**src/hw/fpu_short_pkg.sv**
```systemverilog
package fpu_short_pkg;

    // register word and instruction fields
    typedef logic [31:0] word_t;
    typedef logic [2:0]  func3_t;
    typedef logic [6:0]  func7_t;

    // single precision fields
    typedef logic [7:0]  exp_t;
    typedef logic [22:0] frac_t;

    // func7 encodings of the short operations
    localparam func7_t FUNC7_FSGNJ = 7'b0010000;
    localparam func7_t FUNC7_FCOMP = 7'b1010000;
    localparam func7_t FUNC7_FTOI  = 7'b1100000;
    localparam func7_t FUNC7_ITOF  = 7'b1101000;
    localparam func7_t FUNC7_FMVI  = 7'b1110000;
    localparam func7_t FUNC7_IMVF  = 7'b1111000;
    localparam func7_t FUNC7_FRM   = 7'b0100100;

    // func3 encodings within a func7 group
    localparam func3_t FUNC3_FSGNJ  = 3'b000;
    localparam func3_t FUNC3_FSGNJN = 3'b001;
    localparam func3_t FUNC3_FSGNJX = 3'b010;
    localparam func3_t FUNC3_FEQ    = 3'b010;
    localparam func3_t FUNC3_FLT    = 3'b001;
    localparam func3_t FUNC3_FLE    = 3'b000;
    localparam func3_t FUNC3_FFLOOR = 3'b010;

    typedef enum logic [3:0] {
        OP_FSGNJ,
        OP_FSGNJN,
        OP_FSGNJX,
        OP_FEQ,
        OP_FLT,
        OP_FLE,
        OP_ITOF,
        OP_FTOI,
        OP_FFLOOR,
        OP_FMVI,
        OP_IMVF,
        OP_ERROR
    } fpu_op_t;

    // stage 1 register, decode to execute
    typedef struct packed {
        fpu_op_t op;
        word_t   rs1;
        word_t   rs2;
        logic    valid;
    } fpu_slot_t;

endpackage

```
**src/hw/fpu_short_decode.sv**
```systemverilog
`timescale 1ns/10ps

module fpu_short_decode import fpu_short_pkg::*; #(
    parameter int PREG_ADDR_W = 6
) (
    input  logic                   clk,
    input  logic                   rst_n,
    input  logic                   order,
    input  func3_t                 func3,
    input  func7_t                 func7,
    input  word_t                  rs1,
    input  word_t                  rs2,
    input  logic [PREG_ADDR_W-1:0] pa_rd_in,
    output fpu_slot_t              slot,
    output logic [PREG_ADDR_W-1:0] slot_tag
);

    fpu_op_t op;
    fpu_op_t op_q;
    word_t   rs1_q;
    word_t   rs2_q;
    logic    valid_q;

    // func7 picks the group, func3 the member
    always_comb begin
        op = OP_ERROR;
        case (func7)
            FUNC7_FSGNJ: begin
                case (func3)
                    FUNC3_FSGNJ:  op = OP_FSGNJ;
                    FUNC3_FSGNJN: op = OP_FSGNJN;
                    FUNC3_FSGNJX: op = OP_FSGNJX;
                    default:      op = OP_ERROR;
                endcase
            end
            FUNC7_FCOMP: begin
                case (func3)
                    FUNC3_FEQ: op = OP_FEQ;
                    FUNC3_FLT: op = OP_FLT;
                    FUNC3_FLE: op = OP_FLE;
                    default:   op = OP_ERROR;
                endcase
            end
            // only the floor mode is implemented
            FUNC7_FRM:  op = (func3 == FUNC3_FFLOOR) ? OP_FFLOOR : OP_ERROR;
            FUNC7_ITOF: op = OP_ITOF;
            FUNC7_FTOI: op = OP_FTOI;
            FUNC7_FMVI: op = OP_FMVI;
            FUNC7_IMVF: op = OP_IMVF;
            default:    op = OP_ERROR;
        endcase
    end

    always_ff @(posedge clk or negedge rst_n) begin
        if (!rst_n) begin
            valid_q <= 1'b0;
        end else begin
            valid_q <= order;
        end
    end

    // operands and tag only load on an order
    always_ff @(posedge clk) begin
        if (order) begin
            op_q     <= op;
            rs1_q    <= rs1;
            rs2_q    <= rs2;
            slot_tag <= pa_rd_in;
        end
    end

    assign slot = '{op: op_q, rs1: rs1_q, rs2: rs2_q, valid: valid_q};

endmodule

```
**src/hw/fpu_sign_compare.sv**
```systemverilog
`timescale 1ns/10ps

module fpu_sign_compare import fpu_short_pkg::*; (
    input  fpu_op_t op,
    input  word_t   a,
    input  word_t   b,
    output word_t   result
);

    logic  a_nan;
    logic  b_nan;
    logic  unordered;
    word_t fa;
    word_t fb;
    logic  is_eq;
    logic  is_lt;

    assign a_nan = (a[30:23] == 8'hff) && (a[22:0] != '0);
    assign b_nan = (b[30:23] == 8'hff) && (b[22:0] != '0);
    assign unordered = a_nan | b_nan;

    // zero and subnormal both become +0, so -0 == +0
    assign fa = (a[30:23] == 8'h00) ? '0 : a;
    assign fb = (b[30:23] == 8'h00) ? '0 : b;

    assign is_eq = (fa == fb);

    // sign first, then magnitude, reversed when both negative
    always_comb begin
        if (fa[31] != fb[31]) begin
            is_lt = fa[31];
        end else if (fa[31]) begin
            is_lt = fa[30:0] > fb[30:0];
        end else begin
            is_lt = fa[30:0] < fb[30:0];
        end
    end

    always_comb begin
        case (op)
            OP_FSGNJ:  result = {b[31], a[30:0]};
            OP_FSGNJN: result = {~b[31], a[30:0]};
            OP_FSGNJX: result = {a[31] ^ b[31], a[30:0]};
            OP_FEQ:    result = {31'b0, ~unordered & is_eq};
            OP_FLT:    result = {31'b0, ~unordered & is_lt};
            OP_FLE:    result = {31'b0, ~unordered & (is_lt | is_eq)};
            default:   result = '0;
        endcase
    end

endmodule

```
**src/hw/fpu_convert.sv**
```systemverilog
`timescale 1ns/10ps

module fpu_convert import fpu_short_pkg::*; (
    input  fpu_op_t op,
    input  word_t   a,
    output word_t   result
);

    localparam exp_t EXP_BIAS = 8'd127;

    // itof
    word_t       i_mag;
    logic [4:0]  i_lz;
    word_t       i_norm;
    logic        i_round;
    logic [23:0] i_frac_rnd;
    exp_t        i_exp;
    word_t       itof_res;

    // ftoi
    exp_t        a_exp;
    frac_t       a_frac;
    logic        a_nan;
    word_t       t_sig;
    exp_t        t_shift;
    word_t       t_mag;
    word_t       ftoi_res;

    // ffloor
    frac_t       f_mask;
    logic [4:0]  f_bits;
    word_t       f_cut;
    word_t       ffloor_res;

    assign a_exp  = a[30:23];
    assign a_frac = a[22:0];
    assign a_nan  = (a_exp == 8'hff) && (a_frac != '0);

    // absolute value, -2^31 stays 0x80000000 as unsigned
    assign i_mag = a[31] ? -a : a;

    // leading zero count, highest set bit wins
    always_comb begin
        i_lz = 5'd0;
        for (int i = 0; i < 32; i++) begin
            if (i_mag[i]) begin
                i_lz = 5'(31 - i);
            end
        end
    end

    assign i_norm = i_mag << i_lz;

    // round to nearest even on guard and sticky
    assign i_round    = i_norm[7] & ((|i_norm[6:0]) | i_norm[8]);
    assign i_frac_rnd = {1'b0, i_norm[30:8]} + {23'b0, i_round};
    assign i_exp      = 8'd158 - {3'b0, i_lz} + {7'b0, i_frac_rnd[23]};

    assign itof_res = (i_mag == '0) ? '0 : {a[31], i_exp, i_frac_rnd[22:0]};

    // unbiased exponent is 0..30 in the shifting range
    assign t_sig   = {8'b0, 1'b1, a_frac};
    assign t_shift = a_exp - EXP_BIAS;
    assign t_mag   = (t_shift >= 8'd23) ? (t_sig << (t_shift - 8'd23))
                                        : (t_sig >> (8'd23 - t_shift));

    always_comb begin
        if (a_nan) begin
            ftoi_res = 32'h7fffffff;
        end else if (a_exp >= 8'd158) begin
            // out of range saturates by sign
            ftoi_res = a[31] ? 32'h80000000 : 32'h7fffffff;
        end else if (a_exp < EXP_BIAS) begin
            ftoi_res = '0;
        end else begin
            ftoi_res = a[31] ? -t_mag : t_mag;
        end
    end

    // fraction bits below the binary point
    assign f_mask = 23'h7fffff >> (a_exp - EXP_BIAS);
    assign f_bits = 5'(8'd150 - a_exp);
    assign f_cut  = a & ~{9'b0, f_mask};

    always_comb begin
        if (a_exp >= 8'd150) begin
            // already integral, or inf and nan
            ffloor_res = a;
        end else if (a_exp == 8'h00) begin
            ffloor_res = {a[31], 31'b0};
        end else if (a_exp < EXP_BIAS) begin
            ffloor_res = a[31] ? 32'hbf800000 : '0;
        end else if (a[31] && ((a_frac & f_mask) != '0)) begin
            // carry may run into the exponent
            ffloor_res = f_cut + (32'd1 << f_bits);
        end else begin
            ffloor_res = f_cut;
        end
    end

    always_comb begin
        case (op)
            OP_ITOF:   result = itof_res;
            OP_FTOI:   result = ftoi_res;
            OP_FFLOOR: result = ffloor_res;
            default:   result = '0;
        endcase
    end

endmodule

```
**src/hw/fpu_short_execute.sv**
```systemverilog
`timescale 1ns/10ps

module fpu_short_execute import fpu_short_pkg::*; #(
    parameter int PREG_ADDR_W = 6
) (
    input  logic                   clk,
    input  logic                   rst_n,
    input  fpu_slot_t              slot,
    input  logic [PREG_ADDR_W-1:0] slot_tag,
    output logic                   done,
    output word_t                  rd,
    output logic [PREG_ADDR_W-1:0] pa_rd_out
);

    word_t sc_result;
    word_t cv_result;
    word_t sel_result;

    fpu_sign_compare u_sign_compare (
        .op     (slot.op),
        .a      (slot.rs1),
        .b      (slot.rs2),
        .result (sc_result)
    );

    fpu_convert u_convert (
        .op     (slot.op),
        .a      (slot.rs1),
        .result (cv_result)
    );

    always_comb begin
        case (slot.op)
            OP_FSGNJ, OP_FSGNJN, OP_FSGNJX,
            OP_FEQ, OP_FLT, OP_FLE:       sel_result = sc_result;
            OP_ITOF, OP_FTOI, OP_FFLOOR:  sel_result = cv_result;
            // raw moves pass rs1 through
            OP_FMVI, OP_IMVF:             sel_result = slot.rs1;
            default:                      sel_result = '0;
        endcase
    end

    // rd held at zero between results
    always_ff @(posedge clk or negedge rst_n) begin
        if (!rst_n) begin
            done <= 1'b0;
            rd   <= '0;
        end else begin
            done <= slot.valid;
            rd   <= slot.valid ? sel_result : '0;
        end
    end

    always_ff @(posedge clk) begin
        pa_rd_out <= slot_tag;
    end

endmodule

```
**src/hw/fpu_short.sv**
```systemverilog
`timescale 1ns/10ps

module fpu_short import fpu_short_pkg::*; #(
    parameter int PREG_ADDR_W = 6
) (
    input  logic                   clk,
    input  logic                   rst_n,
    input  logic                   order,
    input  func3_t                 func3,
    input  func7_t                 func7,
    input  word_t                  rs1,
    input  word_t                  rs2,
    input  logic [PREG_ADDR_W-1:0] pa_rd_in,
    output logic                   done,
    output word_t                  rd,
    output logic [PREG_ADDR_W-1:0] pa_rd_out
);

    // stage 1 to stage 2
    fpu_slot_t              slot;
    logic [PREG_ADDR_W-1:0] slot_tag;

    fpu_short_decode #(
        .PREG_ADDR_W (PREG_ADDR_W)
    ) u_decode (
        .clk      (clk),
        .rst_n    (rst_n),
        .order    (order),
        .func3    (func3),
        .func7    (func7),
        .rs1      (rs1),
        .rs2      (rs2),
        .pa_rd_in (pa_rd_in),
        .slot     (slot),
        .slot_tag (slot_tag)
    );

    fpu_short_execute #(
        .PREG_ADDR_W (PREG_ADDR_W)
    ) u_execute (
        .clk       (clk),
        .rst_n     (rst_n),
        .slot      (slot),
        .slot_tag  (slot_tag),
        .done      (done),
        .rd        (rd),
        .pa_rd_out (pa_rd_out)
    );

endmodule

```
**config.mk**
```make
export PLATFORM = sky130hd
export DESIGN_NAME = fpu_short
export DESIGN_NICKNAME = d
export VERILOG_FILES = /design/src/hw/fpu_short_pkg.sv /design/src/hw/fpu_short_decode.sv /design/src/hw/fpu_sign_compare.sv /design/src/hw/fpu_convert.sv /design/src/hw/fpu_short_execute.sv /design/src/hw/fpu_short.sv
export SDC_FILE = /design/constraint.sdc
export NUM_CORES = 1
export LEC_CHECK = 0
export ABC_CLOCK_PERIOD_IN_PS = 7400
export BUFFER_PORTS_ARGS = -buffer_cell sky130_fd_sc_hd__buf_2
export CAP_MARGIN = 0
export CELL_PAD_IN_SITES_DETAIL_PLACEMENT = 2
export CELL_PAD_IN_SITES_GLOBAL_PLACEMENT = 2
export CORE_ASPECT_RATIO = 1.75
export CORE_MARGIN = 1.5
export CORE_UTILIZATION = 34
export CTS_CLUSTER_SIZE = 12
export DETAILED_ROUTE_END_ITERATION = 10
export PLACE_DENSITY_LB_ADDON = 0.08
export RECOVER_POWER = 100
export SLEW_MARGIN = 20
export SYNTH_ARGS = -nofsm -noshare
export SYNTH_HDL_FRONTEND = slang
export SYNTH_SLANG_ARGS = --single-unit
```
**constraint.sdc**
```tcl
create_clock -name clk -period 7.4 [get_ports clk]
set_input_delay 1.11 -clock clk [delete_from_list [all_inputs] [get_ports clk]]
set_output_delay 1.11 -clock clk [all_outputs]
set_load 0.01 [all_outputs]
```
==> run metrics, run 1 <==
outcome=finished with violations; failing checks=max-capacitance violations, max-slew violations; CTS Buffer Depth=2; power per cell area=209 mW/mm^2; Post-synth EDFFs=74; final instance area=0.0196 mm^2; reg2reg path depth=22; CP max stage delay=0.50 ns; Peak VDD IR=113 uV; final worst slack=0.156 ns; worst endpoint data arrival time=7.59 ns; io pins=122; Seq/Total Area, Yosys=18.7%; GP Congestion=1.02; top cell type's share of synthesized area=13.0%; CTS tree=yes; Yosys warning total=0; dpl hpwl=83.2 mm; Final Hold Viols=0; kind of critical path=flop to flop; IO buf count=121; Routed Antenna Nets=0; Worst path slowest cell=edfxtp_1; CTS Sinks=114; nets=2465; vias in the first global route=21700; final hold slack=0.345 ns; top_reg_cell synth=edfxtp_1; H-tree levels=4; static leakage=0.00764 uW; post-synthesis mux area share=12.6%; Final setup violation count=0; first-pass detailed-route iteration total=5; Hold-fix buffers, CTS=0; Area growth syn-to-layout=14.5%; leading area contributor after synthesis=edfxtp_1; Final min period=7.24 ns; Synthesized Nets=2354; worst-margin pin slew=3.30 ns; initial antenna violation count=2; GR Util All Layers=40.0%; XOR/XNOR Fraction of Synth Area=6.13%; Rows=108; worst skew pair latency=0.47 ns; crit path cell chain=buf_4 -> ha_1 -> and3b_1 -> or2_2 -> inv_1 -> ha_1 -> a31oi_1 -> nand2b_1 -> o32a_1 -> buf_4 -> or3_1 -> o31a_1 -> ha_1 -> nand3_1 -> nor3_1 -> nand2_1 -> o31ai_1 -> xor2_1 -> o221ai_1 -> nand2_1 -> o31ai_1 -> or3_1; class of the worst hold path=flop to flop; # DRC=0; routed wire length per instance=35.2 um; clock slew seen by the registers of the worst setup and hold paths=0.07 ns; Async S/R FF share, synth=29.8%; Slew HR=-120%; cell with the most instances after synthesis=nand2_1; Final Skew=0.00947 ns; Crit. End Element=flop; vias per cell=6.69; share of layout cells above drive strength 1=17.3%; Final Util=39.5%; Die Area=0.0517 mm^2; Setup Total Neg Slack=0 ns; register bit total from synthesis=114; Starting Density=34.5%; compound-cell area share of the yosys netlist=27.5%; largest net degree at the start of global routing=69; Max-cap violations=2; RSZ-0062 raised after global routing=false; final WL=105 mm; Hold Path Cell Cnt=0; Core ar.=0.0496 mm^2; fmax=138 MHz; DIE HEIGHT=300 um; Fill cells=5796; first-pass GRT wire length=150 mm; Simple-Gate Fraction of Synth Area=23.7%; Post-Synth Adder-Cell Area=5.82%; Post-Place Worst Slack=0.111 ns; Synth area leaders=edfxtp_1 (13%), mux4_2 (5.8%), ha_1 (5.7%); Critical Path Start Type=flop; fin. max-slew vios=94; worst-path fanout max=16; via count=19900; Synth cell types=101; grt ovf=0; Synth Instances=2192; top cells by count, synth=nand2_1 (216), nor2_1 (175), clkbuf_1 (141); initial drt markers=1107; n_diodes=0; placed cell areas=0.0190 mm^2; CP Data Required Time=7.74 ns; CTS Buf Count=17; fin crit share=97.9%; CP dominant cell by count=ha_1; clk root buf=clkbuf_16; die width=173 um; largest family of logic cells by synthesized area=compound AO/OA/AOI/OAI gates; Cell Area, Synth=0.0171 mm^2; syn_area_per_cell=7.81 um^2
-- placed cells by master (no fill, tap or decap), types with 29 or more instances in the layout --
master    instances
a211oi_1         29
a21oi_1         138
a31oi_1          32
and2_1           58
buf_2            74
buf_4           149
clkbuf_1         51
dfrtp_1          34
edfxtp_1         74
ha_1             77
inv_1            39
mux2_2           37
mux2i_1          71
mux4_2           44
nand2_1         216
nand3_1          54
nand4_1          35
nor2_1          174
nor3_1           60
nor4_1           38
o21ai_0         133
o22ai_1          38
xnor2_1          83
xor2_1           31
-- worst max-delay path, delay by kind of cell (launching register included) --
kind | cells | cell delay [ns]
AO/OA/AOI/OAI | 6 | 1.86
XOR/XNOR | 1 | 0.47
adder cells (fa/ha/maj) | 3 | 0.85
buffers and inverters | 3 | 0.70
flip-flops | 1 | 0.50
AND/OR/NAND/NOR | 9 | 2.69
-- kinds of logic after synthesis --
logic type | Yosys count
AND/OR/NAND/NOR | 804
AO/OA/AOI/OAI | 688
buffers and inverters | 233
multiplexers | 155
XOR/XNOR | 119
flip-flops | 114
adder cells (fa/ha/maj) | 79
-- area by class of cell --
class	instances	area, um^2	share of cell area (%)
inverters	46	173	0.881
repair buffers	279	1770	9.01
clock buffers	17	425	2.17
well taps	660	826	4.21
flip-flops and latches	114	3190	16.3
multi-input cells	1845	13100	66.7
clock inverters	15	148	0.753
-- layer usage --
metal | vias to the layer above | share of wire [%] | GRT usage, %
met5 | - | 0.022 | 0
li1 | 8573 | - | -
met3 | 424 | 5.0 | 6.94
met2 | 825 | 51 | 73.9
met4 | 4 | 12 | 40.1
met1 | 10100 | 32 | 36.2
-- registers in the layout (all words and copies together), names as in the netlist --
| signal | flops |
|---|---|
| u_decode.rs1_q | 32 |
| u_decode.rs2_q | 32 |
| u_execute.rd | 32 |
| u_decode.slot_tag | 6 |
| u_execute.pa_rd_out | 6 |
| u_decode.op_q | 4 |
| u_decode.valid_q | 1 |
| u_execute.done | 1 |
-- path summary, 6_finish.rpt --
path                                          end                  from  slack, ns
min in group asynchronous        u_execute.rd[10]                 rst_n       1.23
max                              u_execute.rd[20]    u_decode.rs1_q[25]       0.16
min                        u_execute.pa_rd_out[4]  u_decode.slot_tag[4]       0.34
min reg2reg                u_execute.pa_rd_out[4]  u_decode.slot_tag[4]       0.34
max reg2reg                      u_execute.rd[20]    u_decode.rs1_q[25]       0.16
max in group asynchronous         u_execute.rd[1]                 rst_n       4.99
-- repair_timing --
action / CTS / global route
setup buffers: 0 / 3
hold endpoints to repair: 0 / 0
endpoints found under the setup margin: 1 / 7
pin swaps: 0 / 2
gates resized for setup: 1 / 14
-- through the flow --
step	total power (uW)	cells
after detailed placement	3150	2940
after floorplan	2170	2192
final	4090	2976
after global placement	3100	2940
after CTS	4020	2972
after global routing	4230	2976
-- where the power goes --
group	internal [uW]	total (uW)	switching, uW
sequential	733	777	43.9
combinational	824	2460	1630
clock	471	858	387
No activity file was read; power rests on OpenSTA's default activity.
==> run 2, diff against run 1 <==
--- a/config.mk
+++ b/config.mk
@@ -15,7 +15,7 @@
 export CORE_UTILIZATION = 34
 export CTS_CLUSTER_SIZE = 12
 export DETAILED_ROUTE_END_ITERATION = 10
-export PLACE_DENSITY_LB_ADDON = 0.08
+export PLACE_DENSITY = 0.81
 export RECOVER_POWER = 100
 export SLEW_MARGIN = 20
 export SYNTH_ARGS = -nofsm -noshare
==> run metrics, run 2 (synthesized netlist as in run 1, its figures left out) <==
reg2reg path depth=15 (was 22); P_sw=2050 uW (was 2060 uW); Fill cells=5768 (was 5796); HP Start=u_decode.slot_tag[4] (unchanged); Routed Antenna Nets=0 (unchanged); post-CTS setup buffers=0 (unchanged); largest net degree at the start of global routing=61 (was 69); Max-cap violations=2 (unchanged); vias in the first global route=22200 (was 21700); most crowded layer after global routing=met2 (unchanged); commonest non-fill, non-tap cell in the layout=nand2_1 (unchanged); CTS Sinks=114 (unchanged); Hold-fix buffers, CTS=0 (unchanged); final WL=104 mm (was 105 mm); worst-margin pin slew=3.47 ns (was 3.30 ns); Final Skew=0.0296 ns (was 0.00947 ns); share of layout cells above drive strength 1=17.5% (was 17.3%); Core ar.=0.0496 mm^2 (unchanged); worst flop-to-flop path endpoint=u_execute.rd[12] (was u_execute.rd[20]); grt ovf=0 (unchanged); first-pass GRT wire length=151 mm (was 150 mm); worst endpoint data arrival time=7.66 ns (was 7.59 ns); # DRC=0 (unchanged); Hold Path Cell Cnt=0 (unchanged); DIE HEIGHT=300 um (unchanged); CTS Buf Count=17 (unchanged); outcome=finished with violations (unchanged); fin crit share=99.2% (was 97.9%); Final Hold Viols=0 (unchanged); Seq pwr share=18.8% (was 19.0%); Area growth syn-to-layout=15.0% (was 14.5%); worst-path fanout max=16 (unchanged); class of the worst hold path=flop to flop (unchanged); static leakage=0.00766 uW (was 0.00764 uW); fin. max-slew vios=96 (was 94); grt met3 use=6.70% (was 6.94%); routed wire length per instance=35.0 um (was 35.2 um); logic gate share of total power=59.1% (was 60.0%); first-pass detailed-route iteration total=5 (unchanged); placed cell areas=0.0191 mm^2 (was 0.0190 mm^2); number of gates resized after CTS=0 (was 1); Crit. End Element=flop (unchanged); Switching Share=49.7% (was 50.4%); kind of critical path=flop to flop (unchanged); CTS Buffer Depth=2 (unchanged); dpl hpwl=80.6 mm (was 83.2 mm); Hold Path Sink=u_execute.pa_rd_out[4] (unchanged); die width=173 um (unchanged); Peak VDD IR=134 uV (was 113 uV); clk root buf=clkbuf_16 (unchanged); worst skew pair latency=0.48 ns (was 0.47 ns); Final setup violation count=0 (unchanged); power per cell area=210 mW/mm^2 (was 209 mW/mm^2); failing checks=max-capacitance violations, max-slew violations (unchanged); via count=20400 (was 19900); FF-to-FF setup slack=0.06 ns (was 0.16 ns); global routing usage on met1=38.0% (was 36.2%); GP Congestion=1.04 (was 1.02); initial antenna violation count=5 (was 2); fmax=136 MHz (was 138 MHz); final instance area=0.0197 mm^2 (was 0.0196 mm^2); CP Data Required Time=7.71 ns (was 7.74 ns); nets=2465 (unchanged); Slew HR=-132% (was -120%); Rows=108 (unchanged); initial drt markers=1659 (was 1107); Setup Total Neg Slack=0 ns (unchanged); clock slew seen by the registers of the worst setup and hold paths=0.07 ns (about the same); vias per cell=6.85 (was 6.69); CTS tree=yes (unchanged); largest registers=u_decode.rs1_q (32), u_decode.rs2_q (32), u_execute.rd (32) (unchanged); Critical Path Start Type=flop (unchanged); Int Power=2080 uW (was 2030 uW); final hold slack=0.348 ns (was 0.345 ns); commonest cells after routing, fill and taps aside=nand2_1 (216), nor2_1 (174), buf_4 (151), a21oi_1 (138), o21ai_0 (134) (was nand2_1 (216), nor2_1 (174), buf_4 (149), a21oi_1 (138), o21ai_0 (133)); GR Util All Layers=39.9% (was 40.0%); M2 GR Usage=71.4% (was 73.9%); Final min period=7.34 ns (was 7.24 ns); Clk pwr share=22.1% (was 21.0%); io pins=122 (unchanged); R2R Path Start=u_decode.rs1_q[26] (was u_decode.rs1_q[25]); Die Area=0.0517 mm^2 (unchanged); IO buf count=121 (unchanged); Starting Density=34.5% (unchanged); H-tree levels=4 (unchanged)
run 2: power groups by stage:
stage / Clock, uW / Sequential, uW / Combinational (uW)
floorplan: 0 / 774 / 1390
global placement: 0 / 784 / 2270
detailed placement: 0 / 789 / 2330
CTS: 926 / 776 / 2360
global route: 942 / 784 / 2540
finish: 915 / 780 / 2440
run 2: worst max-delay path by stage:
| stage | start | to | slack [ns] | depth (start not counted) |
|---|---|---|---|---|
| 2_1_floorplan | u_decode.rs1_q[23] | u_execute.rd[31] | 0.77 | 29 |
| 3_3_place_gp | u_decode.rs1_q[23] | u_execute.rd[31] | 0.56 | 24 |
| 3_5_place_dp | u_decode.rs1_q[23] | u_execute.rd[31] | 0.39 | 24 |
| 4_1_cts | u_decode.rs1_q[23] | u_execute.rd[31] | 0.21 | 24 |
| 5_1_grt | u_decode.rs1_q[10] | u_execute.rd[26] | -0.007 | 22 |
| 6_report | u_decode.rs1_q[26] | u_execute.rd[12] | 0.06 | 15 |
run 2: cell type report:
cell class	instances	area (um^2)	area share, %
diodes	6	15.0	0.0763
clock buffers	18	439	2.23
clock inverters	14	166	0.846
inverters	46	173	0.878
multi-input cells	1845	13100	66.6
flip-flops and latches	114	3190	16.2
well taps	660	826	4.20
repair buffers	279	1760	8.92
run 2: layer usage:
| layer | wire (um) | vias to the layer above |
|---|---|---|
| met5 | 12 | - |
| met4 | 12500 | 2 |
| met3 | 5670 | 528 |
| met2 | 52100 | 1022 |
| met1 | 34300 | 10300 |
| li1 | - | 8583 |
run 2: worst max-delay path: stages, from the launching register on:
cell       delay (ns)
edfxtp_1         0.79
buf_4            0.30
a21boi_0         0.27
or2_2            0.17
inv_1            0.27
nor2_1           1.12
a21oi_1          0.44
a2111oi_0        0.57
a31oi_1          0.17
or4_1            0.64
and2_0           0.45
clkbuf_1         0.56
mux2i_1          0.35
nor2_1           0.13
a221oi_1         0.73
o22ai_1          0.19
run 2: stage by stage:
step           total power (uW)  util (%)  cells  setup WS, ns
2_1_floorplan              2170         -   2192         0.772
3_3_place_gp               3060      38.4   2944         0.560
3_5_place_dp               3120      38.4   2944         0.388
4_1_cts                    4060      39.6   2976         0.209
5_1_grt                    4270      39.7   2978      -0.00707
6_report                   4140      39.7   2982        0.0556
